### src/ahb_pkg.sv
// AHB-Lite bus definitions
// widths, transfer and size codes, request and response structs
`default_nettype none

package ahb_pkg;

   //////////////////////////////////////////////////////////////////////
   // widths with a meaning
   typedef logic [31:0] haddr_t;
   typedef logic [31:0] hdata_t;
   typedef logic [1:0]  htrans_t;
   typedef logic [2:0]  hsize_t;
   typedef logic [3:0]  byte_en_t;      // one bit per byte lane

   // transfer types
   localparam htrans_t HTRANS_IDLE   = 2'b00;
   localparam htrans_t HTRANS_BUSY   = 2'b01;
   localparam htrans_t HTRANS_NONSEQ = 2'b10;
   localparam htrans_t HTRANS_SEQ    = 2'b11;

   // transfer sizes, only up to a word on this bus
   localparam hsize_t HSIZE_BYTE = 3'b000;
   localparam hsize_t HSIZE_HALF = 3'b001;
   localparam hsize_t HSIZE_WORD = 3'b010;

   //////////////////////////////////////////////////////////////////////
   // master request, address phase fields plus data phase hwdata
   typedef struct packed {
      haddr_t  haddr;
      htrans_t htrans;
      logic    hwrite;
      hsize_t  hsize;
      hdata_t  hwdata;   // valid one cycle after its address phase
   } ahb_req_t;

   // slave response
   typedef struct packed {
      hdata_t hrdata;
      logic   hready;
      logic   hresp;     // 1 = ERROR
   } ahb_rsp_t;

endpackage

`default_nettype wire
### src/ahb_sram_slave.sv
// AHB-Lite on-chip SRAM slave
// word organised, zero wait states, byte and halfword writes
// through byte lanes
`timescale 1ns/1ps
`default_nettype none

module ahb_sram_slave #(
   parameter int MEM_WORDS = 64
) (
   input  logic              hclk_i,
   input  logic              rst_i,
   input  logic              hsel_i,
   input  ahb_pkg::ahb_req_t req_i,
   input  logic              hready_i,
   output ahb_pkg::ahb_rsp_t rsp_o
);

   import ahb_pkg::*;

   localparam int AW = $clog2(MEM_WORDS);   // word address bits

   hdata_t          mem [MEM_WORDS];
   logic            accept;
   logic            we_q;
   logic [AW-1:0]   addr_q;
   byte_en_t        be_d;
   byte_en_t        be_q;

   //////////////////////////////////////////////////////////////////////
   // address phase capture

   assign accept = hsel_i && hready_i &&
                   ((req_i.htrans == HTRANS_NONSEQ) || (req_i.htrans == HTRANS_SEQ));

   // lanes from size and low address bits
   always_comb begin
      case (req_i.hsize)
         HSIZE_BYTE: be_d = byte_en_t'(4'b0001 << req_i.haddr[1:0]);
         HSIZE_HALF: be_d = req_i.haddr[1] ? 4'b1100 : 4'b0011;
         default:    be_d = 4'b1111;
      endcase
   end

   always_ff @(posedge hclk_i) begin
      if (rst_i) begin
         we_q <= 1'b0;
      end else if (hready_i) begin
         we_q <= accept && req_i.hwrite;    // one data phase only
      end
   end

   always_ff @(posedge hclk_i) begin
      if (accept) begin
         addr_q <= req_i.haddr[AW+1:2];
         be_q   <= be_d;
      end
   end

   //////////////////////////////////////////////////////////////////////
   // data phase

   // write lands at the end of the data phase
   always_ff @(posedge hclk_i) begin
      if (we_q && hready_i) begin
         for (int b = 0; b < 4; b++) begin
            if (be_q[b]) mem[addr_q][8*b +: 8] <= req_i.hwdata[8*b +: 8];
         end
      end
   end

   assign rsp_o.hrdata = mem[addr_q];   // word read, lanes picked by master
   assign rsp_o.hready = 1'b1;
   assign rsp_o.hresp  = 1'b0;

endmodule

`default_nettype wire

### config.mk
export PLATFORM = sky130hd
export DESIGN_NAME = ahb_sram_slave
export DESIGN_NICKNAME = d
export VERILOG_FILES = /design/src/ahb_pkg.sv /design/src/ahb_sram_slave.sv
export SDC_FILE = /design/constraint.sdc
export NUM_CORES = 2
export LEC_CHECK = 0
export ABC_AREA = 0
export BUFFER_PORTS_ARGS = -buffer_cell sky130_fd_sc_hd__buf_2
export CORE_UTILIZATION = 25
export DETAILED_ROUTE_END_ITERATION = 7
export PLACE_DENSITY = 0.45
export SLEW_MARGIN = 40
export SYNTH_ARGS = -nofsm -noshare
export SYNTH_HDL_FRONTEND = slang
export SYNTH_SLANG_ARGS = --single-unit
export TNS_END_PERCENT = 5
### constraint.sdc
create_clock -name hclk_i -period 2.9 [get_ports hclk_i]
set_input_delay 0 -clock hclk_i [delete_from_list [all_inputs] [get_ports hclk_i]]
set_output_delay 0 -clock hclk_i [all_outputs]
set_load 0.03 [all_outputs]
==> results.cfg <==
[status]
status = finished with violations
violations = design-rule violations, negative setup slack

[pwr]
ir_drop_v = 0.000515
p_sw_share_pct = 22.3
seqPwrFrac_pct = 50.2
p_leak_nw = 31.4
comb_power_share_pct = 8.0
p_int_w = 0.0509
p_clk_share_pct = 41.8
power_density_nw_per_um2 = 659
power.switching_w = 0.0146

[cells_and_area]
drive_above_1_share_pct = 38.0
synthToLayoutAreaGrowth_pct = 25.4
nFillCells = 30233
fin_nets = 4524
post_layout_nonfiller_instances = 8805
seqCellArea_um2 = 62000
multi_input_area_um2 = 17400
final_area_um2 = 99400

[worst_setup_path]
critPathLaunchType = flop
cp.required_ns = 2.90
critPathArrivalTime_ns = 3.40
regToRegSetupSlack_ns = 0.14
rr_startpoint = addr_q[4]$_DFFE_PP_
crit_path_max_fanout = 8
criticalPathCategory = reg2out
endpoint_kind = output port

[synthesis]
netlist_area_um2 = 79300
syn-num-nets = 3713
synth.distinct_cells = 48
synth_area_leader_cell = edfxtp_1
netlist_instances = 3639
synth_flop_cell = edfxtp_1
ys_seq_elements = 2065
yosysWarnings = 0
syn-mean-instance-area_um2 = 21.8
synth_area_leaders = edfxtp_1 78%, mux4_2 14%, nor2_1 1.4%
async_reset_ff_share_pct = 0
yosys.area.top_type_share_pct = 78.0
seq_area_frac_synth_pct = 78.1
synth_edf_count = 2058

[clocking]
cts_tree = built
h-tree-depth = 4
ctsLongestPathBuffers = 4
numCtsBuffers = 213
cts_num_sinks = 2065
worstSkewPairLatency_ns = 0.88
cts-root-buf = clkbuf_16
path_clk_slew_ns = 0.06

[floorplanning]
die_w_um = 565
core_um2 = 315000
die_area_um2 = 319000
ios = 108
die_h_um = 565
rows = 206
initial_utilization_pct = 25.1

[sta]
fmax_mhz = 294
slew_headroom_pct = 31.9
finalSetupViolCount = 32
post-route-period-util_pct = 117
worst_pin_slew_ns = 1.02
rsz0062_at_grt = yes
whs_ns = 0.0603
setup-tns-final_ns = -14.41
fin_crit_ns = 3.40
skew_ns = 0.0419
setup_ws_ns = -0.504
slew_viol_final = 0
final_hold_viol_count = 0

[placement]
finalWeightedCongestion = 0.833
postPlaceCellArea_um2 = 89100
place_ws_ns = -0.149
io_buffers = 80
place_hpwl_um = 165000
dp_cells = 8249

[grt]
track_usage_pct = 15.7
grt_pass1_wl_um = 348000
antenna_found_initial = 29
grt_max_degree = 65
grt_overflow = 0
first_global_vias = 41525

[drt]
drt_wl_total_um = 254000
wl_per_cell_um = 28.8
drc = 2
drt-vias-per-instance = 4.66
first_iter_violations = 4257
dr.pass1.iters = 8
dr_total_vias = 41057
antenna_left = 0

[hold_path]
hold_path.class = in2reg
worst_hold_startpoint = req_i[40]

[run]
drv_cap = 0
## stage by stage
stage	power (W)	utilization, %
2_1_floorplan	0.0355	-
3_3_place_gp	0.0380	28.2
3_5_place_dp	0.0381	28.3
4_1_cts	0.0660	31.2
5_1_grt	0.0673	31.5
6_report	0.0655	31.5
## flip-flops by register name, indices dropped and copies added (netlist names), named ones only
signal,count
addr_q,6
be_q,4
mem,2048
we_q,1
## area by class of cell
type | count | area share (%)
Antenna cell | 27 | 0.0680
Clock buffer | 259 | 5.59
Clock inverter | 124 | 1.27
Inverter | 1 | 0.00378
Multi-Input combinational cell | 1354 | 17.5
Sequential cell | 2065 | 62.3
Tap cell | 4160 | 5.24
Timing Repair Buffer | 815 | 8.02
## cell usage after synthesis, types with 26 or more instances
| master | n |
|---|---|
| mux2i_1 | 51 |
| o221ai_1 | 53 |
| o22ai_1 | 132 |
| buf_2 | 64 |
| a21oi_1 | 29 |
| edfxtp_1 | 2058 |
| buf_4 | 45 |
| mux4_2 | 501 |
| nand3_1 | 26 |
| clkbuf_1 | 87 |
| nor2_1 | 303 |
| nand2_1 | 92 |
## layer usage
layer / global-route usage [%] / vias up / part of all wire, % / wire, um
met2: 25.6 / 1314 / 48 / 122000
met5: 0.283 / - / 0.027 / 69
met4: 5.81 / 10 / 3.9 / 10000
met1: 20.8 / 22350 / 42 / 108000
met3: 2.73 / 372 / 5.8 / 14700
li1: - / 17011 / - / -
## logic make-up (layout without fill, tap and decap cells)
group,count (synthesis),after routing,share of synthesized area [%]
AO/OA/AOI/OAI,287,287,2.55
multiplexers,567,567,15.1
AND/OR/NAND/NOR,498,498,2.67
other,2,29,0.00947
buffers and inverters,220,1199,1.54
flip-flops,2065,2065,78.1
## what timing repair did
item,4_1_cts,5_1_grt
setup buffers,29,43
cloned,15,2
setup endpoints to repair,32,32
pin swaps,22,31
hold buffers,61,0
gates resized for setup,220,91
endpoints found under the hold margin,1824,0
## path summary, 6_finish.rpt
kind / cells past startpoint / to
worst max-delay path: 11 / rsp_o[5]
worst min-delay path: 2 / addr_q[0]$_DFFE_PP_
worst max register to register: 4 / mem[2][7]$_DFFE_PP_
worst min register to register: 1 / flop
## critical path: stages (launching register included)
cell and delay (ns):
dfxtp_4 0.37, buf_12 0.16, buf_12 0.15, buf_16 0.14
buf_12 0.16, buf_12 0.16, mux4_2 0.50, a211o_1 0.32
o221ai_2 0.10, a221oi_2 0.11, buf_4 0.17, buf_2 0.18
## cells in the final DEF (no fill, tap or decap), types with 37 or more instances in the layout
cell | Yosys | final
edfxtp_1 | 2058 | 2058
buf_4 | 45 | 563
mux4_2 | 501 | 501
nor2_1 | 303 | 299
clkbuf_16 | 0 | 215
nand2_1 | 92 | 81
buf_12 | 2 | 79
dlygate4sd3_1 | 0 | 61
o22ai_1 | 132 | 60
o22ai_2 | 0 | 57
clkinv_1 | 0 | 54
mux2i_1 | 51 | 42
clkbuf_1 | 87 | 41
o221ai_1 | 53 | 40
buf_6 | 15 | 40
buf_2 | 64 | 37
## power groups by stage
stage | combinational (W) | clock (W) | sequential (W)
after floorplan | 0.00206 | 0 | 0.0335
after global placement | 0.00450 | 0 | 0.0335
after detailed placement | 0.00455 | 0 | 0.0335
after CTS | 0.00517 | 0.0280 | 0.0329
after global routing | 0.00549 | 0.0289 | 0.0328
final | 0.00527 | 0.0274 | 0.0329
Power figures use the tool's default switching activity.
