## src/ahb_pkg.sv

```systemverilog
// AHB-Lite bus definitions
// widths, transfer and size codes, request and response structs
`default_nettype none

package ahb_pkg;

   //////////////////////////////////////////////////////////////////////
   // widths with a meaning
   typedef logic [31:0] haddr_t;
   typedef logic [31:0] hdata_t;
   typedef logic [1:0]  htrans_t;
   typedef logic [2:0]  hsize_t;
   typedef logic [3:0]  byte_en_t;      // one bit per byte lane

   // transfer types
   localparam htrans_t HTRANS_IDLE   = 2'b00;
   localparam htrans_t HTRANS_BUSY   = 2'b01;
   localparam htrans_t HTRANS_NONSEQ = 2'b10;
   localparam htrans_t HTRANS_SEQ    = 2'b11;

   // transfer sizes, only up to a word on this bus
   localparam hsize_t HSIZE_BYTE = 3'b000;
   localparam hsize_t HSIZE_HALF = 3'b001;
   localparam hsize_t HSIZE_WORD = 3'b010;

   //////////////////////////////////////////////////////////////////////
   // master request, address phase fields plus data phase hwdata
   typedef struct packed {
      haddr_t  haddr;
      htrans_t htrans;
      logic    hwrite;
      hsize_t  hsize;
      hdata_t  hwdata;   // valid one cycle after its address phase
   } ahb_req_t;

   // slave response
   typedef struct packed {
      hdata_t hrdata;
      logic   hready;
      logic   hresp;     // 1 = ERROR
   } ahb_rsp_t;

endpackage

`default_nettype wire
```

## src/soc_map_pkg.sv

```systemverilog
// SoC address map
// mask/base table of the slave windows and the data-phase select record
`default_nettype none

package soc_map_pkg;

   localparam int MAX_SLAVES = 4;

   typedef logic [1:0] slave_idx_t;

   // four 256 byte windows, a hit is (haddr & mask) == base
   localparam ahb_pkg::haddr_t SLAVE_BASE [MAX_SLAVES] = '{
      32'h4000_0000,
      32'h4000_0100,
      32'h4000_0200,
      32'h4000_0300
   };

   localparam ahb_pkg::haddr_t SLAVE_MASK [MAX_SLAVES] = '{
      32'hFFFF_FF00,
      32'hFFFF_FF00,
      32'hFFFF_FF00,
      32'hFFFF_FF00
   };

   // selection held by the decoder for the data phase
   typedef struct packed {
      logic       valid;   // a transfer is in its data phase
      logic       miss;    // no window matched
      slave_idx_t idx;
   } dsel_t;

endpackage

`default_nettype wire

```

## src/ahb_addr_decoder.sv

```systemverilog
// AHB-Lite address decoder
// one-hot slave select in the address phase, registered selection
// for the data phase
`timescale 1ns/1ps
`default_nettype none

module ahb_addr_decoder #(
   parameter int NUM_SLAVES = 4
) (
   input  logic                   hclk_i,
   input  logic                   rst_i,
   input  ahb_pkg::ahb_req_t      req_i,
   input  logic                   hready_i,
   output logic [NUM_SLAVES-1:0]  sel_o,
   output soc_map_pkg::dsel_t     dsel_o
);

   import ahb_pkg::*;
   import soc_map_pkg::*;

   logic       active;
   logic       hit;
   slave_idx_t hit_idx;

   //////////////////////////////////////////////////////////////////////
   // address phase

   assign active = (req_i.htrans == HTRANS_NONSEQ) ||
                   (req_i.htrans == HTRANS_SEQ);

   // windows are disjoint, so at most one bit is set
   always_comb begin
      sel_o   = '0;
      hit_idx = '0;
      for (int i = 0; i < NUM_SLAVES; i++) begin
         if (active && ((req_i.haddr & SLAVE_MASK[i]) == SLAVE_BASE[i])) begin
            sel_o[i] = 1'b1;
            hit_idx  = slave_idx_t'(i);
         end
      end
   end

   assign hit = |sel_o;

   //////////////////////////////////////////////////////////////////////
   // data phase selection

   // only moves on an accepting edge; held while the bus stalls
   always_ff @(posedge hclk_i) begin
      if (rst_i) begin
         dsel_o <= '0;
      end else if (hready_i) begin
         dsel_o.valid <= active;             // idle or busy clears it
         dsel_o.miss  <= active && !hit;     // goes to the default slave
         dsel_o.idx   <= hit_idx;
      end
   end

endmodule

`default_nettype wire

```

## config.mk

```make
export PLATFORM = sky130hd
export DESIGN_NAME = ahb_addr_decoder
export DESIGN_NICKNAME = d
export VERILOG_FILES = /design/src/ahb_pkg.sv /design/src/soc_map_pkg.sv /design/src/ahb_addr_decoder.sv
export SDC_FILE = /design/constraint.sdc
export NUM_CORES = 1
export LEC_CHECK = 0
export ABC_CLOCK_PERIOD_IN_PS = 1050
export BUFFER_PORTS_ARGS = -buffer_cell sky130_fd_sc_hd__buf_2
export CORE_MARGIN = 2
export CORE_UTILIZATION = 17
export DETAILED_ROUTE_END_ITERATION = 16
export PLACE_DENSITY = 0.75
export SYNTH_ARGS = -nofsm -noshare
export SYNTH_HDL_FRONTEND = slang
export SYNTH_SLANG_ARGS = --single-unit
```

## constraint.sdc

```tcl
create_clock -name hclk_i -period 1.05 [get_ports hclk_i]
set_clock_uncertainty 0.15 [all_clocks]
set_input_delay 0.1575 -clock hclk_i [delete_from_list [all_inputs] [get_ports hclk_i]]
set_output_delay 0.1575 -clock hclk_i [all_outputs]
set_load 0.005 [all_outputs]
```

==> results of run 1 <==
logic make-up after synthesis:
group	after synthesis	synth area share [%]
buf+inv	2	2.51
mux	1	3.35
flops	4	26.8
compound gates	4	11.3
simple gates	19	56.1
what timing repair did:
action                                  in CTS  in global routing
gates cloned                                 0                  0
hold buffers                                 0                  0
buffers inserted                             1                  3
hold endpoints to repair                     0                  0
pin swaps                                    3                  6
gates resized for setup                     13                  8
endpoints found under the setup margin       9                  9
synthesized netlist by cell type:
cell type / number / area, um2
nor3_1: 1 / 5.00
a211o_1: 1 / 8.76
or3b_2: 2 / 17.5
o41ai_1: 2 / 17.5
inv_1: 2 / 7.51
nor4_4: 2 / 42.5
and4bb_1: 1 / 12.5
nor3b_1: 1 / 7.51
nor4_1: 6 / 37.5
nand4_4: 1 / 21.3
nor2_1: 1 / 3.75
a21boi_0: 1 / 7.51
dfxtp_1: 4 / 80.1
mux2i_1: 1 / 10.0
and3b_1: 1 / 8.76
nand2_1: 3 / 11.3
how the worst max path moves through the flow:
stage / startpoint / endpoint / slack (ps) / depth (start not counted)
final: req_i[65] / sel_o[2] / -390 / 5
after global routing: req_i[65] / sel_o[2] / -440 / 5
after CTS: req_i[59] / sel_o[0] / -420 / 5
after detailed placement: req_i[65] / sel_o[0] / -460 / 5
after global placement: req_i[65] / sel_o[3] / -420 / 5
after floorplan: req_i[65] / dsel_o[0]$_SDFFE_PP0P_ / -160 / 3
power groups by stage:
stage | registers (W) | logic [W] | clock network (W)
floorplan | 0.000164 | 0.0000287 | 0
global placement | 0.000163 | 0.000117 | 0
CTS | 0.000161 | 0.000131 | 0.000204
detailed placement | 0.000164 | 0.000122 | 0
global route | 0.000161 | 0.000165 | 0.000219
finish | 0.000161 | 0.000154 | 0.000193
layout make-up:
class | instances | area (um2)
Multi-Input combinational cell | 24 | 300
Fill cell | 166 | 931
Sequential cell | 4 | 82.6
Inverter | 2 | 7.51
Timing Repair Buffer | 45 | 324
Tap cell | 17 | 21.3
Clock buffer | 3 | 22.5
routing by layer:
| metal | vias to the layer above | share of wire [%] | GRT usage, % |
|---|---|---|---|
| li1 | 220 | - | - |
| met1 | 207 | 31 | 8.73 |
| met2 | 19 | 63 | 23.3 |
| met3 | 0 | 6.4 | 2.38 |
| met4 | 0 | 0 | 8.57 |
| met5 | - | 0 | 0 |
worst min-delay path, cell delays in order:
cell     delay [ps]
buf_2           130
nand2_1          80
o41ai_2          70
metrics by stage:
step	setup slack (ps)	cell area (um2)	TNS, ps	power, W
after floorplan	-155	342	-1040	0.000193
after global placement	-416	583	-2750	0.000280
after detailed placement	-464	583	-2950	0.000285
after CTS	-416	676	-2000	0.000495
after global routing	-444	758	-2500	0.000545
final	-387	758	-2130	0.000508
==> reports/qor.csv, run 1 <==
stage,metric,value,unit
outcome,outcome,"finished, violations left",
outcome,violations,setup timing,
timing,slew_violations,0,
setup_path,critPathMaxFanout,5,
synthesis,ys_warn_count,0,
routing,dr.pass1.iters,2,
setup_path,critPathTopFamily,simple AND/OR/NAND/NOR gates,
timing,rsz0062_at_grt,true,
setup_path,worstReg2RegStart,dsel_o[1]$_SDFFE_PP0P_,
place,hpwl,920,um
worst_hold_path,hold_class,input port to flop,
routing,drt-initial-drc-count,3,
timing,fmax,696,MHz
final_layout,stdcell_count,95,
power_and_ir_drop,p_per_area,671,nW/um2
timing,whs,99.0,ps
final_layout,layout-drive-gt1-share,83.3,%
die,fp-row-count,15,
power_and_ir_drop,seqPwrFrac,31.7,%
timing,period_needed,1440,ps
final_layout,fin_nets,153,
synthesis,synth_cells,30,
timing,tightest_slew,256,ps
setup_path,max_stage_delay,310,ps
global_routing,grt_pass1_vias,433,
setup_path,rr_worst_depth,2,
setup_path,crit_path_start_kind,input port,
setup_path,critPathBufInv,2,
global_routing,grt_use_total,11.4,%
synthesis,seq_area_frac_synth,26.8,%
synthesis,syn-cell-area,299,um2
timing,slew-limit-headroom,82.8,%
die,core,1690,um2
die,die_h,45.9,um
power_and_ir_drop,switching_share,26.3,%
final_layout,max_flop_register,dsel_o,
setup_path,critPathKind,input port to primary output,
power_and_ir_drop,power.internal,0.000375,W
die,fp.dieW,45.9,um
routing,drcViolationCount,0,
synthesis,ys_seq_elements,4,
timing,fin_ws,-387,ps
die,die_area,2110,um2
routing,routed_wl,1200,um
routing,avgRoutedWirePerCell,12.7,um
worst_hold_path,hp-start,req_i[46],
cts,clk-insertion-delay-late,230,ps
power_and_ir_drop,p_leak,0.383,nW
worst_hold_path,hold_path_end,dsel_o[0]$_SDFFE_PP0P_,
synthesis,syn-num-nets,103,
global_routing,grt_overflow,0,
power_and_ir_drop,vdd_drop_max,0.000273,V
place,port-buffer-count,35,
power_and_ir_drop,p_comb_share,30.3,%
setup_path,endpoint_kind,primary output,
final_layout,largest_register_ff_count,4,
final_layout,area_growth,154,%
die,start_util,17.7,%
place,gp_congestion,0.687,
job,maxCapViolCount,0,
final_layout,final_cell_mix,"buf_2 (25), buf_6 (13), buf_4 (7)",
setup_path,path_cells,buf_6 -> nor4_4 -> nand4_4 -> nor4_2 -> buf_2,
timing,timing.final.crit_share,137,%
final_layout,fin_util,44.9,%
global_routing,grt_pass1_wl,1630,um
synthesis,synth.avg_cell_area,9.97,um2
routing,final_antenna_net_count,0,
cts,cts.sinks,4,
power_and_ir_drop,clkPwrFrac,38.0,%
synthesis,ys_types,16,
final_layout,insertedDiodeCount,0,
setup_path,required,740,ps
die,io_pins,81,
timing,hold_viol_final,0,
setup_path,reg2reg_to,dsel_o[1]$_SDFFE_PP0P_,
place,dpl.cell_count,88,
worst_hold_path,hold_depth,3,
routing,via_per_inst,4.69,
setup_path,critPathSlowestCell,nor4_4,
final_layout,final_common_cell,buf_2,
cts,path_clk_slew,40,ps
global_routing,grt_max_degree,7,
cts,cts_max_path_buffers,2,
power_and_ir_drop,p_switching,0.000134,W
setup_path,cp.arrival,1130,ps
setup_path,rrSetupSlack,-80,ps
timing,final-setup-viol-count,9,
global_routing,antenna_found_initial,0,
cts,cts_buffers,3,
cts,tritoncts,done,
cts,htree_levels,1,
routing,vias,446,
final_layout,largestRegisters,dsel_o: 4 flops,
cts,cts_root_buf,clkbuf_4,
No activity file was read; power rests on OpenSTA's default activity.
==> run 2, diff against run 1 <==
- REMOVE_ABC_BUFFERS: unset -> 1
==> run 2 against run 1 <==
The run still ends with setup timing left; final cell count is 4.2% lower; register-to-register slack better by 50 ps; global-route usage is 0.41 points lower; critical path depth stayed put.
==> reports/qor.csv, run 2 (synthesis results as in run 1) <==
stage,metric,value,unit
cts,path_clk_slew,40,ps
worst_hold_path,hp-start,rst_i,
routing,final_antenna_net_count,0,
timing,fin_ws,-377,ps
setup_path,worstReg2RegStart,dsel_o[0]$_SDFFE_PP0P_,
timing,slew_violations,0,
final_layout,max_flop_register,dsel_o,
final_layout,largestRegisters,dsel_o: 4 flops,
cts,cts_root_buf,clkbuf_4,
routing,via_per_inst,4.86,
power_and_ir_drop,clkPwrFrac,39.0,%
routing,dr.pass1.iters,2,
cts,cts.sinks,4,
timing,whs,39.5,ps
final_layout,layout-drive-gt1-share,75.7,%
timing,final-setup-viol-count,7,
place,port-buffer-count,35,
timing,hold_viol_final,0,
power_and_ir_drop,switching_share,25.5,%
cts,cts_max_path_buffers,2,
worst_hold_path,hold_depth,2,
place,gp_congestion,0.657,
power_and_ir_drop,seqPwrFrac,33.0,%
global_routing,antenna_found_initial,0,
setup_path,rr_worst_depth,2,
cts,ctsHoldBuffers,0,
worst_hold_path,hold_path_end,dsel_o[1]$_SDFFE_PP0P_,
final_layout,insertedDiodeCount,0,
timing,timing.final.crit_share,136,%
routing,routed_wl,1030,um
timing,fmax,701,MHz
final_layout,final_common_cell,buf_2,
timing,tightest_slew,249,ps
power_and_ir_drop,p_switching,0.000124,W
cts,tritoncts,done,
global_routing,grt_pass1_wl,1660,um
worst_hold_path,hold_class,input port to flop,
power_and_ir_drop,power.internal,0.000363,W
die,fp-row-count,15,
outcome,outcome,"finished, violations left",
setup_path,rrSetupSlack,-30,ps
setup_path,cp.arrival,1120,ps
final_layout,largest_register_ff_count,4,
final_layout,fin_nets,149,
setup_path,crit_path_start_kind,input port,
routing,drt-initial-drc-count,1,
global_routing,grt_pass1_vias,430,
global_routing,grt_use_total,11.0,%
timing,rsz0062_at_grt,true,
setup_path,endpoint_kind,primary output,
die,core,1690,um2
setup_path,critPathKind,input port to primary output,
power_and_ir_drop,p_leak,0.325,nW
power_and_ir_drop,vdd_drop_max,0.000390,V
final_layout,design_area,651,um2
die,die_area,2110,um2
final_layout,area_growth,118,%
setup_path,critPathMaxFanout,5,
power_and_ir_drop,p_per_area,750,nW/um2
global_routing,grt_max_degree,7,
routing,vias,442,
cts,cts_buffers,3,
cts,clk-insertion-delay-late,230,ps
die,start_util,17.7,%
setup_path,reg2reg_to,dsel_o[0]$_SDFFE_PP0P_,
final_layout,final_cell_mix,"buf_2 (31), buf_4 (6), nor4_4 (4), dfxtp_1 (4), buf_6 (4)",
cts,htree_levels,1,
die,die_h,45.9,um
job,maxCapViolCount,0,
outcome,violations,setup timing,
routing,avgRoutedWirePerCell,11.3,um
final_layout,fill_cells,183,
place,dpl_cell_area,526,um2
die,fp.dieW,45.9,um
setup_path,required,740,ps
timing,slew-limit-headroom,83.3,%
routing,drcViolationCount,0,
power_and_ir_drop,p_comb_share,28.0,%
global_routing,grt_overflow,0,
timing,period_needed,1430,ps
die,io_pins,81,
[run 2: cell count changes in the layout (fill, tap and decap cells not counted), moves of 2 or more]
cell / delta
dfxtp_1: +2
nor4_1: +2
buf_2: +6
dfxtp_2: -2
buf_6: -9
nor4_2: -2
[run 2: area by class of cell]
cell class                 count  area [um2]  share of cell area [%]
multi-input combinational     24         274                    42.1
timing repair buffer          41         245                    37.7
sequential                     4        80.1                    12.3
clock buffer                   3        22.5                    3.46
tap                           17        21.3                    3.27
inverter                       2        7.51                    1.15
[run 2: worst max-delay path, cell delays in order]
cell,delay (ps)
buf_6,90
nor4_4,300
nand4_4,170
nor4_1,240
buf_2,160
[run 2: through the flow]
stage                     setup TNS, ps  setup slack, ps  util (%)  total power, W  std cells
after floorplan                   -1020             -169         -        0.000190         30
after global placement            -2570             -406      31.1        0.000273         86
after detailed placement          -2960             -461      31.1        0.000276         86
after CTS                         -1910             -389      37.8        0.000495         91
after global routing              -2550             -478      38.5        0.000525         91
final                             -1900             -377      38.5        0.000488         91
[run 2: worst max path at each step]
stage	from	end	slack [ps]	depth (start not counted)
final	req_i[65]	sel_o[1]	-380	5
after global routing	req_i[63]	sel_o[2]	-480	5
after CTS	req_i[59]	sel_o[3]	-390	5
after detailed placement	req_i[53]	sel_o[0]	-460	5
after global placement	req_i[51]	sel_o[2]	-410	5
after floorplan	req_i[58]	sel_o[0]	-170	3
[run 2: per-layer routing]
| metal | vias to the layer above | GRT usage [%] | part of all wire [%] |
|---|---|---|---|
| met4 | 0 | 6.86 | 0.78 |
| met1 | 207 | 12.0 | 35 |
| li1 | 211 | - | - |
| met5 | - | 0 | 0 |
| met2 | 22 | 19.7 | 57 |
| met3 | 2 | 1.19 | 7.6 |
[run 2: power groups by stage]
stage,registers (W),clock network (W),logic (W)
after floorplan,0.000164,0,0.0000255
after global placement,0.000163,0,0.000109
after detailed placement,0.000164,0,0.000113
after CTS,0.000161,0.000197,0.000137
after global routing,0.000162,0.000214,0.000149
final,0.000161,0.000190,0.000136
[run 2: timing repair]
| item | 4_1_cts | 5_1_grt |
|---|---|---|
| resized for setup | 11 | 2 |
| pin swaps | 3 | 3 |
| setup buffers | 2 | 0 |
| endpoints found under the setup margin | 7 | 7 |
