File: config.mk
export PLATFORM = sky130hd
export DESIGN_NAME = ahb_resp_mux
export DESIGN_NICKNAME = d
export VERILOG_FILES = /design/src/ahb_pkg.sv /design/src/soc_map_pkg.sv /design/src/ahb_resp_mux.sv
export SDC_FILE = /design/constraint.sdc
export NUM_CORES = 1
export LEC_CHECK = 0
export BUFFER_PORTS_ARGS = -buffer_cell sky130_fd_sc_hd__buf_2
export CELL_PAD_IN_SITES_DETAIL_PLACEMENT = 1
export CELL_PAD_IN_SITES_GLOBAL_PLACEMENT = 2
export CORE_ASPECT_RATIO = 1.4
export CORE_UTILIZATION = 14
export CTS_CLUSTER_DIAMETER = 30
export DETAILED_ROUTE_END_ITERATION = 12
export MAX_ROUTING_LAYER = met4
export PLACE_DENSITY_LB_ADDON = 0.3
export SYNTH_ARGS = -nofsm -noshare
export SYNTH_HDL_FRONTEND = slang
export SYNTH_SLANG_ARGS = --single-unit
File: constraint.sdc
create_clock -name hclk_i -period 1.8 [get_ports hclk_i]
set_clock_uncertainty 0.05 [all_clocks]
set_input_delay 0.45 -clock hclk_i [delete_from_list [all_inputs] [get_ports hclk_i]]
set_output_delay 0.45 -clock hclk_i [all_outputs]
set_load 0.01 [all_outputs]
File: src/ahb_pkg.sv
// AHB-Lite bus definitions
// widths, transfer and size codes, request and response structs
`default_nettype none

package ahb_pkg;

   //////////////////////////////////////////////////////////////////////
   // widths with a meaning
   typedef logic [31:0] haddr_t;
   typedef logic [31:0] hdata_t;
   typedef logic [1:0]  htrans_t;
   typedef logic [2:0]  hsize_t;
   typedef logic [3:0]  byte_en_t;      // one bit per byte lane

   // transfer types
   localparam htrans_t HTRANS_IDLE   = 2'b00;
   localparam htrans_t HTRANS_BUSY   = 2'b01;
   localparam htrans_t HTRANS_NONSEQ = 2'b10;
   localparam htrans_t HTRANS_SEQ    = 2'b11;

   // transfer sizes, only up to a word on this bus
   localparam hsize_t HSIZE_BYTE = 3'b000;
   localparam hsize_t HSIZE_HALF = 3'b001;
   localparam hsize_t HSIZE_WORD = 3'b010;

   //////////////////////////////////////////////////////////////////////
   // master request, address phase fields plus data phase hwdata
   typedef struct packed {
      haddr_t  haddr;
      htrans_t htrans;
      logic    hwrite;
      hsize_t  hsize;
      hdata_t  hwdata;   // valid one cycle after its address phase
   } ahb_req_t;

   // slave response
   typedef struct packed {
      hdata_t hrdata;
      logic   hready;
      logic   hresp;     // 1 = ERROR
   } ahb_rsp_t;

endpackage

`default_nettype wire
File: src/soc_map_pkg.sv
// SoC address map
// mask/base table of the slave windows and the data-phase select record
`default_nettype none

package soc_map_pkg;

   localparam int MAX_SLAVES = 4;

   typedef logic [1:0] slave_idx_t;

   // four 256 byte windows, a hit is (haddr & mask) == base
   localparam ahb_pkg::haddr_t SLAVE_BASE [MAX_SLAVES] = '{
      32'h4000_0000,
      32'h4000_0100,
      32'h4000_0200,
      32'h4000_0300
   };

   localparam ahb_pkg::haddr_t SLAVE_MASK [MAX_SLAVES] = '{
      32'hFFFF_FF00,
      32'hFFFF_FF00,
      32'hFFFF_FF00,
      32'hFFFF_FF00
   };

   // selection held by the decoder for the data phase
   typedef struct packed {
      logic       valid;   // a transfer is in its data phase
      logic       miss;    // no window matched
      slave_idx_t idx;
   } dsel_t;

endpackage

`default_nettype wire

File: src/ahb_resp_mux.sv
// AHB-Lite response multiplexer
// forwards the data-phase slave's response and plays the default slave
// with a two cycle ERROR response for unmapped addresses
`timescale 1ns/1ps
`default_nettype none

module ahb_resp_mux #(
   parameter int NUM_SLAVES = 4
) (
   input  logic               hclk_i,
   input  logic               rst_i,
   input  soc_map_pkg::dsel_t dsel_i,
   input  ahb_pkg::ahb_rsp_t  slv_rsp_i [NUM_SLAVES],
   output ahb_pkg::ahb_rsp_t  rsp_o
);

   import ahb_pkg::*;
   import soc_map_pkg::*;

   typedef enum logic [1:0] {
      IDLE_OK,
      ERR_WAIT,
      ERR_LAST
   } err_state_t;

   err_state_t err_q;
   err_state_t err_d;
   err_state_t err_cur;

   //////////////////////////////////////////////////////////////////////
   // default slave

   // a fresh miss is first seen in its data phase, so the wait cycle
   // is entered straight from IDLE_OK
   always_comb begin
      err_cur = err_q;
      if (err_q == IDLE_OK && dsel_i.valid && dsel_i.miss) err_cur = ERR_WAIT;
   end

   always_comb begin
      rsp_o = '{hrdata: '0, hready: 1'b1, hresp: 1'b0};   // OKAY
      err_d = IDLE_OK;
      case (err_cur)
         ERR_WAIT: begin
            rsp_o.hready = 1'b0;   // stall the master
            rsp_o.hresp  = 1'b1;
            err_d        = ERR_LAST;
         end
         ERR_LAST: begin
            rsp_o.hresp  = 1'b1;
         end
         default: begin
            // mapped data phase, otherwise the OKAY above stands
            for (int i = 0; i < NUM_SLAVES; i++) begin
               if (dsel_i.valid && !dsel_i.miss && dsel_i.idx == slave_idx_t'(i)) begin
                  rsp_o = slv_rsp_i[i];
               end
            end
         end
      endcase
   end

   always_ff @(posedge hclk_i) begin
      if (rst_i) err_q <= IDLE_OK;
      else       err_q <= err_d;
   end

endmodule

`default_nettype wire

==> key figures, run 1 <==
Global route
  • Vias in the first global route: 1837
  • GR Overflow Total: 0
  • Largest net degree at the start of global routing: 39
  • Initial antenna violation count: 0
  • GR Util All Layers: 0.119
  • Global-route wire length before repair: 9630 um

Detailed routing
  • Starting DRT DRC Count: 49
  • Drt via density: 4.21
  • Total wire length: 6630 um
  • DR DRC count: 0
  • Via count: 1849
  • DR WL/cell: 15.1 um
  • Drt first pass iters: 4
  • Remaining antenna violation count: 0

Synth
  • Main flop type after synthesis: dfxtp_1
  • Mapped Area: 1420 um^2
  • Post-synth EDFFs: 0
  • Synth Instances: 130
  • Async SR Flop Fraction: 0
  • Cell with the most instances after synthesis: mux2i_1
  • Syn nets: 272
  • Synth area leader: mux2i_1
  • Syn Area/Cell: 10.9 um^2
  • Synth warn: 0
  • Yosys top cell area share: 0.466
  • Seq/Total Area, Yosys: 0.0141
  • Top post-synthesis cells by count: 66 x mux2i_1, 31 x a221oi_2, 5 x buf_2, 5 x buf_6
  • Yosys reg bits: 1
  • Top post-synthesis cells by area: mux2i_1 47%, a221oi_2 33%, buf_12 4.2%
  • Post-synth cell types: 19

Power
  • Power share of the clock group: 0
  • LEAKAGE: 1.50 nW
  • VDD IR max: 0.138 mV
  • Pwr per Cell Area: 232 nW/um^2
  • Sw Ratio: 0.430
  • NetSw: 0.267 mW
  • Comb pwr share: 0.961
  • Final Power: 0.622 mW
  • Seq pwr share: 0.039
  • Cell internal pwr: 0.355 mW

Critical path
  • Setup crit start kind: input port
  • Slowest-stage cell, CP: or3b_4
  • Crit path kind: in2out
  • Crit-path leading delay family: buffers and inverters
  • CP Cell Sequence: buf_6 > or3b_4 > buf_12 > a221oi_2 > buf_2
  • Reg2reg setup slack: 0.96 ns
  • Worst path bufs/invs: 3
  • CP required: 1.30 ns
  • CP arrival: 1.52 ns
  • Worst Setup End Kind: output port
  • Crit Path Max Fanout: 16
  • R2R Path Start: err_q[1]
  • Reg2reg end: err_q[1]
  • Max incr delay on CP: 0.42 ns
  • Reg2Reg Depth: 2

Timing
  • Period minus WS final: 2.02 ns
  • Slew HR: 0.807
  • Final hold viol count: 0
  • Setup TNS: -6.40 ns
  • Setup violators final: 34
  • FMAX: 0.494 GHz
  • Worst setup margin: -0.224 ns
  • Tcrit/Tclk final: 1.12
  • Slew Viols, Final: 0
  • RSZ-0062 raised after global routing: yes
  • Worst Tran Pin Value: 0.281 ns

Placement
  • Port bufs: 175
  • HPWL Detailed: 5070 um
  • Placer Congestion: 0.764
  • Placed cells: 433

Layout
  • Largest registers: err_q x1
  • Finished Core Util: 0.271
  • Fraction of layout cells with a size suffix above 1: 0.763
  • Register Area: 20.0 um^2
  • Most flops, register: err_q
  • Nets: 448
  • Non-filler cells, final: 439
  • Area growth from synthesis to layout: 89.2%
  • ANT cells: 0
  • Fill cells: 1223
  • Max reg flops: 1
  • Multi-input logic area: 1240 um^2

Hold path
  • Hold wc startpoint: err_q[1]
  • Hold/Removal Path Class: reg2reg
  • Hold Path End: err_q[1]
  • Hold path depth: 2

Die
  • DIE HEIGHT: 121 um
  • I/O pins: 176
  • DIE AREA: 10500 um^2
  • Initial Utilization: 0.143
  • Placement row count: 43
  • Core region area: 9900 um^2
  • Die X: 87.0 um

Job
  • Max-cap violation count: 0

Clocking
  • Clock Pin Slew Worst Setup and Hold Paths: 0 ns
  • CTS hold repair buffers: 0
  • Clk_lat worst skew: 0 ns

Run status
  • Status: complete, but fails checks
  • Failing checks: setup timing
## layout by cell type, fill, tap and decap left out
master / n
and3b_2: 1
nor3b_1: 1
buf_16: 5
mux2i_1: 64
buf_2: 172
or3b_4: 1
a211o_1: 1
inv_1: 2
a221oi_2: 33
nor2_1: 1
inv_2: 1
buf_4: 5
nor3_1: 1
mux2i_2: 2
buf_12: 8
mux4_2: 1
dfxtp_1: 1
nor4_1: 1
clkbuf_16: 1
buf_6: 2
## routing by layer
layer | track usage | wire, um | vias up
li1 | - | - | 901
met1 | 0.131 | 2430 | 874
met2 | 0.242 | 3840 | 72
met3 | 0.00680 | 338 | 2
met4 | 0.00313 | 24 | 0
met5 | - | 0 | -
## cell families (layout without fill, tap and decap cells)
kind of cell,Yosys count,in the layout,synth area share
DFF,1,1,0.0141
and+or+nand+nor,6,6,0.0282
muxes,67,67,0.482
AOI/OAI and AO/OA,34,34,0.347
buffers and inverters,22,196,0.129
## cell type report
type                       count  share of cell area
inverter                       3             0.00420
timing repair buffer         193               0.464
tap                          135              0.0630
sequential                     1             0.00746
multi-input combinational    107               0.462
## metrics by stage
stage	cell area, um^2	setup WS [ns]	hold WS, ns
finish	2680	-0.224	0.512
global route	2680	-0.274	0.551
CTS	2610	-0.256	0.519
detailed placement	2480	-0.349	0.507
global placement	2480	-0.331	0.507
floorplan	1430	-0.0269	0.430
## how the worst max path moves through the flow
stage               startpoint         to  cells after the start
detailed placement   dsel_i[2]   rsp_o[7]                      5
CTS                  dsel_i[2]   rsp_o[7]                      5
floorplan            dsel_i[2]  rsp_o[10]                      4
global placement     dsel_i[2]   rsp_o[7]                      5
finish               dsel_i[2]   rsp_o[7]                      5
global route         dsel_i[2]  rsp_o[29]                      5
## timing repair
action / CTS / global route
gates resized for setup: 11 / 2
cloned: 3 / 1
endpoints found under the setup margin: 34 / 34
buffers inserted: 0 / 2
## worst reg2reg max path: cells and delay by family, from the launching register on
kind,cells,cell delay (ns)
and+or+nand+nor,1,0.25
DFF,1,0.30
buffers and inverters,1,0.15
## power groups by stage
stage	Combinational [mW]	Sequential, mW	Clock (mW)
CTS	0.590	0.0242	0
global placement	0.543	0.0241	0
finish	0.598	0.0241	0
floorplan	0.305	0.0245	0
detailed placement	0.548	0.0241	0
global route	0.650	0.0243	0
Note: power is estimated with default switching activity, not from simulation.
==> run 2, diff against run 1 <==
Settings changed: CORE_UTILIZATION 14 to 16.
Clock period 1.8 ns to 2.25 ns, I/O delays scaled along.
==> run 2 against run 1 <==
The run still ends with setup timing left. Utilization is 3.5 points higher. First-iteration DRC count shrank 33%. Cell count down 5.7%. Sequential cell count unchanged. Sequential share of layout area is essentially flat. Largest cell class is now multi-input combinational cells.
==> key figures, run 2 (synthesized netlist as in run 1, its figures left out) <==
Run status
  • Status: complete, but fails checks
  • Failing checks: setup timing

Critical path
  • Crit path to: rsp_o[18]
  • Reg2reg end: err_q[1]
  • Crit Path Max Fanout: 21 (+5)
  • CP required: 1.64 ns (+0.34 ns)
  • Crit path from: dsel_i[2]
  • Crit path kind: in2out
  • Worst Setup End Kind: output port
  • Reg2Reg Depth: 2 (unchanged)
  • CP arrival: 1.64 ns (+0.12 ns)
  • R2R Path Start: err_q[1]
  • Reg2reg setup slack: 1.37 ns (+0.41 ns)
  • Setup crit start kind: input port

Global route
  • GR Util All Layers: 0.140 (+0.0201)
  • Global-route wire length before repair: 9800 um (+1.8%)
  • Vias in the first global route: 2009 (+9.4%)
  • Initial antenna violation count: 1 (+1)
  • Largest net degree at the start of global routing: 22 (-44%)
  • GR Overflow Total: 0 (unchanged)

Die
  • DIE AREA: 9250 um^2 (-12%)
  • Placement row count: 40 (-7.0%)
  • Die X: 81.6 um (-6.3%)
  • I/O pins: 176 (unchanged)
  • Core region area: 8610 um^2 (-13%)
  • DIE HEIGHT: 113 um (-6.4%)
  • Initial Utilization: 0.165 (+0.0215)

Timing
  • Worst Tran Pin Value: 0.299 ns (+0.0178 ns)
  • Tcrit/Tclk final: 1.00
  • Final hold viol count: 0 (unchanged)
  • RSZ-0062 raised after global routing: yes
  • Period minus WS final: 2.25 ns
  • Slew Viols, Final: 0 (unchanged)
  • Setup violators final: 1 (-97%)
  • Slew HR: 0.795 (-0.0122)
  • FMAX: 0.444 GHz
  • Worst setup margin: -0.00335 ns (+0.221 ns)

Layout
  • Max reg flops: 1 (unchanged)
  • Largest registers: err_q x1
  • Most flops, register: err_q
  • Nets: 452 (+0.89%)
  • Most common cell after layout, fill and taps aside: buf_2
  • Fill cells: 1066 (-13%)
  • Most frequent cells in the layout: 171 x buf_2, 66 x mux2i_1, 29 x a221oi_2
  • Fraction of layout cells with a size suffix above 1: 0.750 (-0.0132)
  • Post-route cell area: 2630 um^2 (-1.9%)
  • Non-filler cells, final: 414 (-5.7%)
  • Area growth from synthesis to layout: 85.6%

Power
  • Power share of the clock group: 0 (unchanged)
  • VDD IR max: 0.0608 mV (-56%)
  • LEAKAGE: 1.49 nW (-0.43%)
  • Cell internal pwr: 0.275 mW (-23%)
  • Sw Ratio: 0.443 (+0.0137)
  • Comb pwr share: 0.961 (about the same)
  • Pwr per Cell Area: 187 nW/um^2 (-19%)
  • Seq pwr share: 0.039 (about the same)
  • NetSw: 0.219 mW (-18%)

Clocking
  • Clock Pin Slew Worst Setup and Hold Paths: 0 ns (unchanged)
  • Clk_lat worst skew: 0 ns (unchanged)
  • CTS hold repair buffers: 0 (unchanged)

Detailed routing
  • DR DRC count: 0 (unchanged)
  • Drt via density: 4.58 (+8.8%)
  • DR WL/cell: 16.6 um (+10%)
  • Starting DRT DRC Count: 33 (-33%)
  • Remaining antenna violation count: 0 (unchanged)
  • Total wire length: 6890 um (+3.9%)
  • Drt first pass iters: 3 (-1)
  • Via count: 1898 (+2.7%)

Hold path
  • Hold/Removal Path Class: reg2reg

Placement
  • Placer Congestion: 0.774 (+1.3%)
  • Placed cells: 407 (-6.0%)
  • HPWL Detailed: 5540 um (+9.4%)
  • Port bufs: 175 (unchanged)
  • Placed Area: 2450 um^2 (-1.3%)

Job
  • Max-cap violation count: 0 (unchanged)
## run 2: worst min path at each step
stage | cells past startpoint | to | from | slack (ns)
6_report | 2 | err_q[1] | err_q[1] | 0.52
5_1_grt | 2 | err_q[1] | err_q[1] | 0.56
4_1_cts | 2 | err_q[1] | err_q[1] | 0.54
3_5_place_dp | 2 | err_q[1] | err_q[1] | 0.53
3_3_place_gp | 2 | err_q[1] | err_q[1] | 0.51
2_1_floorplan | 1 | err_q[1] | err_q[1] | 0.43
## run 2: cell type report
type / count / area (um^2) / area share
Antenna cell: 1 / 2.50 / 0.000951
Tap cell: 105 / 131 / 0.0499
Multi-Input combinational cell: 107 / 1240 / 0.473
Sequential cell: 1 / 20.0 / 0.00761
Timing Repair Buffer: 197 / 1220 / 0.465
Inverter: 3 / 11.3 / 0.00428
## run 2: what timing repair did
action	4_1_cts	5_1_grt
resized for setup	12	3
endpoints found under the setup margin	32	23
setup buffers	2	0
pin swaps	0	1
gates cloned	1	3
## run 2: stage by stage
step,total power [mW],util,setup TNS (ns),hold slack [ns],worst slack (ns)
detailed placement,0.465,0.285,-3.38,0.531,-0.163
CTS,0.486,0.296,-0.0483,0.537,-0.0176
global route,0.536,0.306,-0.483,0.560,-0.0504
floorplan,0.261,-,0,0.430,0.182
finish,0.493,0.306,-0.00335,0.524,-0.00335
global placement,0.457,0.285,-3.29,0.506,-0.181
## run 2: routing by layer
metal,track usage,vias to the layer above,part of all wire
li1,-,907,-
met1,0.139,862,0.36
met2,0.280,121,0.54
met3,0.0160,8,0.085
met4,0.0226,0,0.018
met5,-,-,0
## run 2: power groups by stage
stage / clock network [mW] / registers (mW) / logic, mW
after floorplan: 0 / 0.0196 / 0.241
after global placement: 0 / 0.0193 / 0.438
after detailed placement: 0 / 0.0194 / 0.445
after CTS: 0 / 0.0194 / 0.467
after global routing: 0.0000000594 / 0.0195 / 0.517
final: 0.0000000594 / 0.0193 / 0.474
## run 2: worst max-delay path, stage by stage
cell      delay [ns]
buf_6           0.09
or3b_4          0.41
buf_12          0.19
a221oi_2        0.20
buf_2           0.17
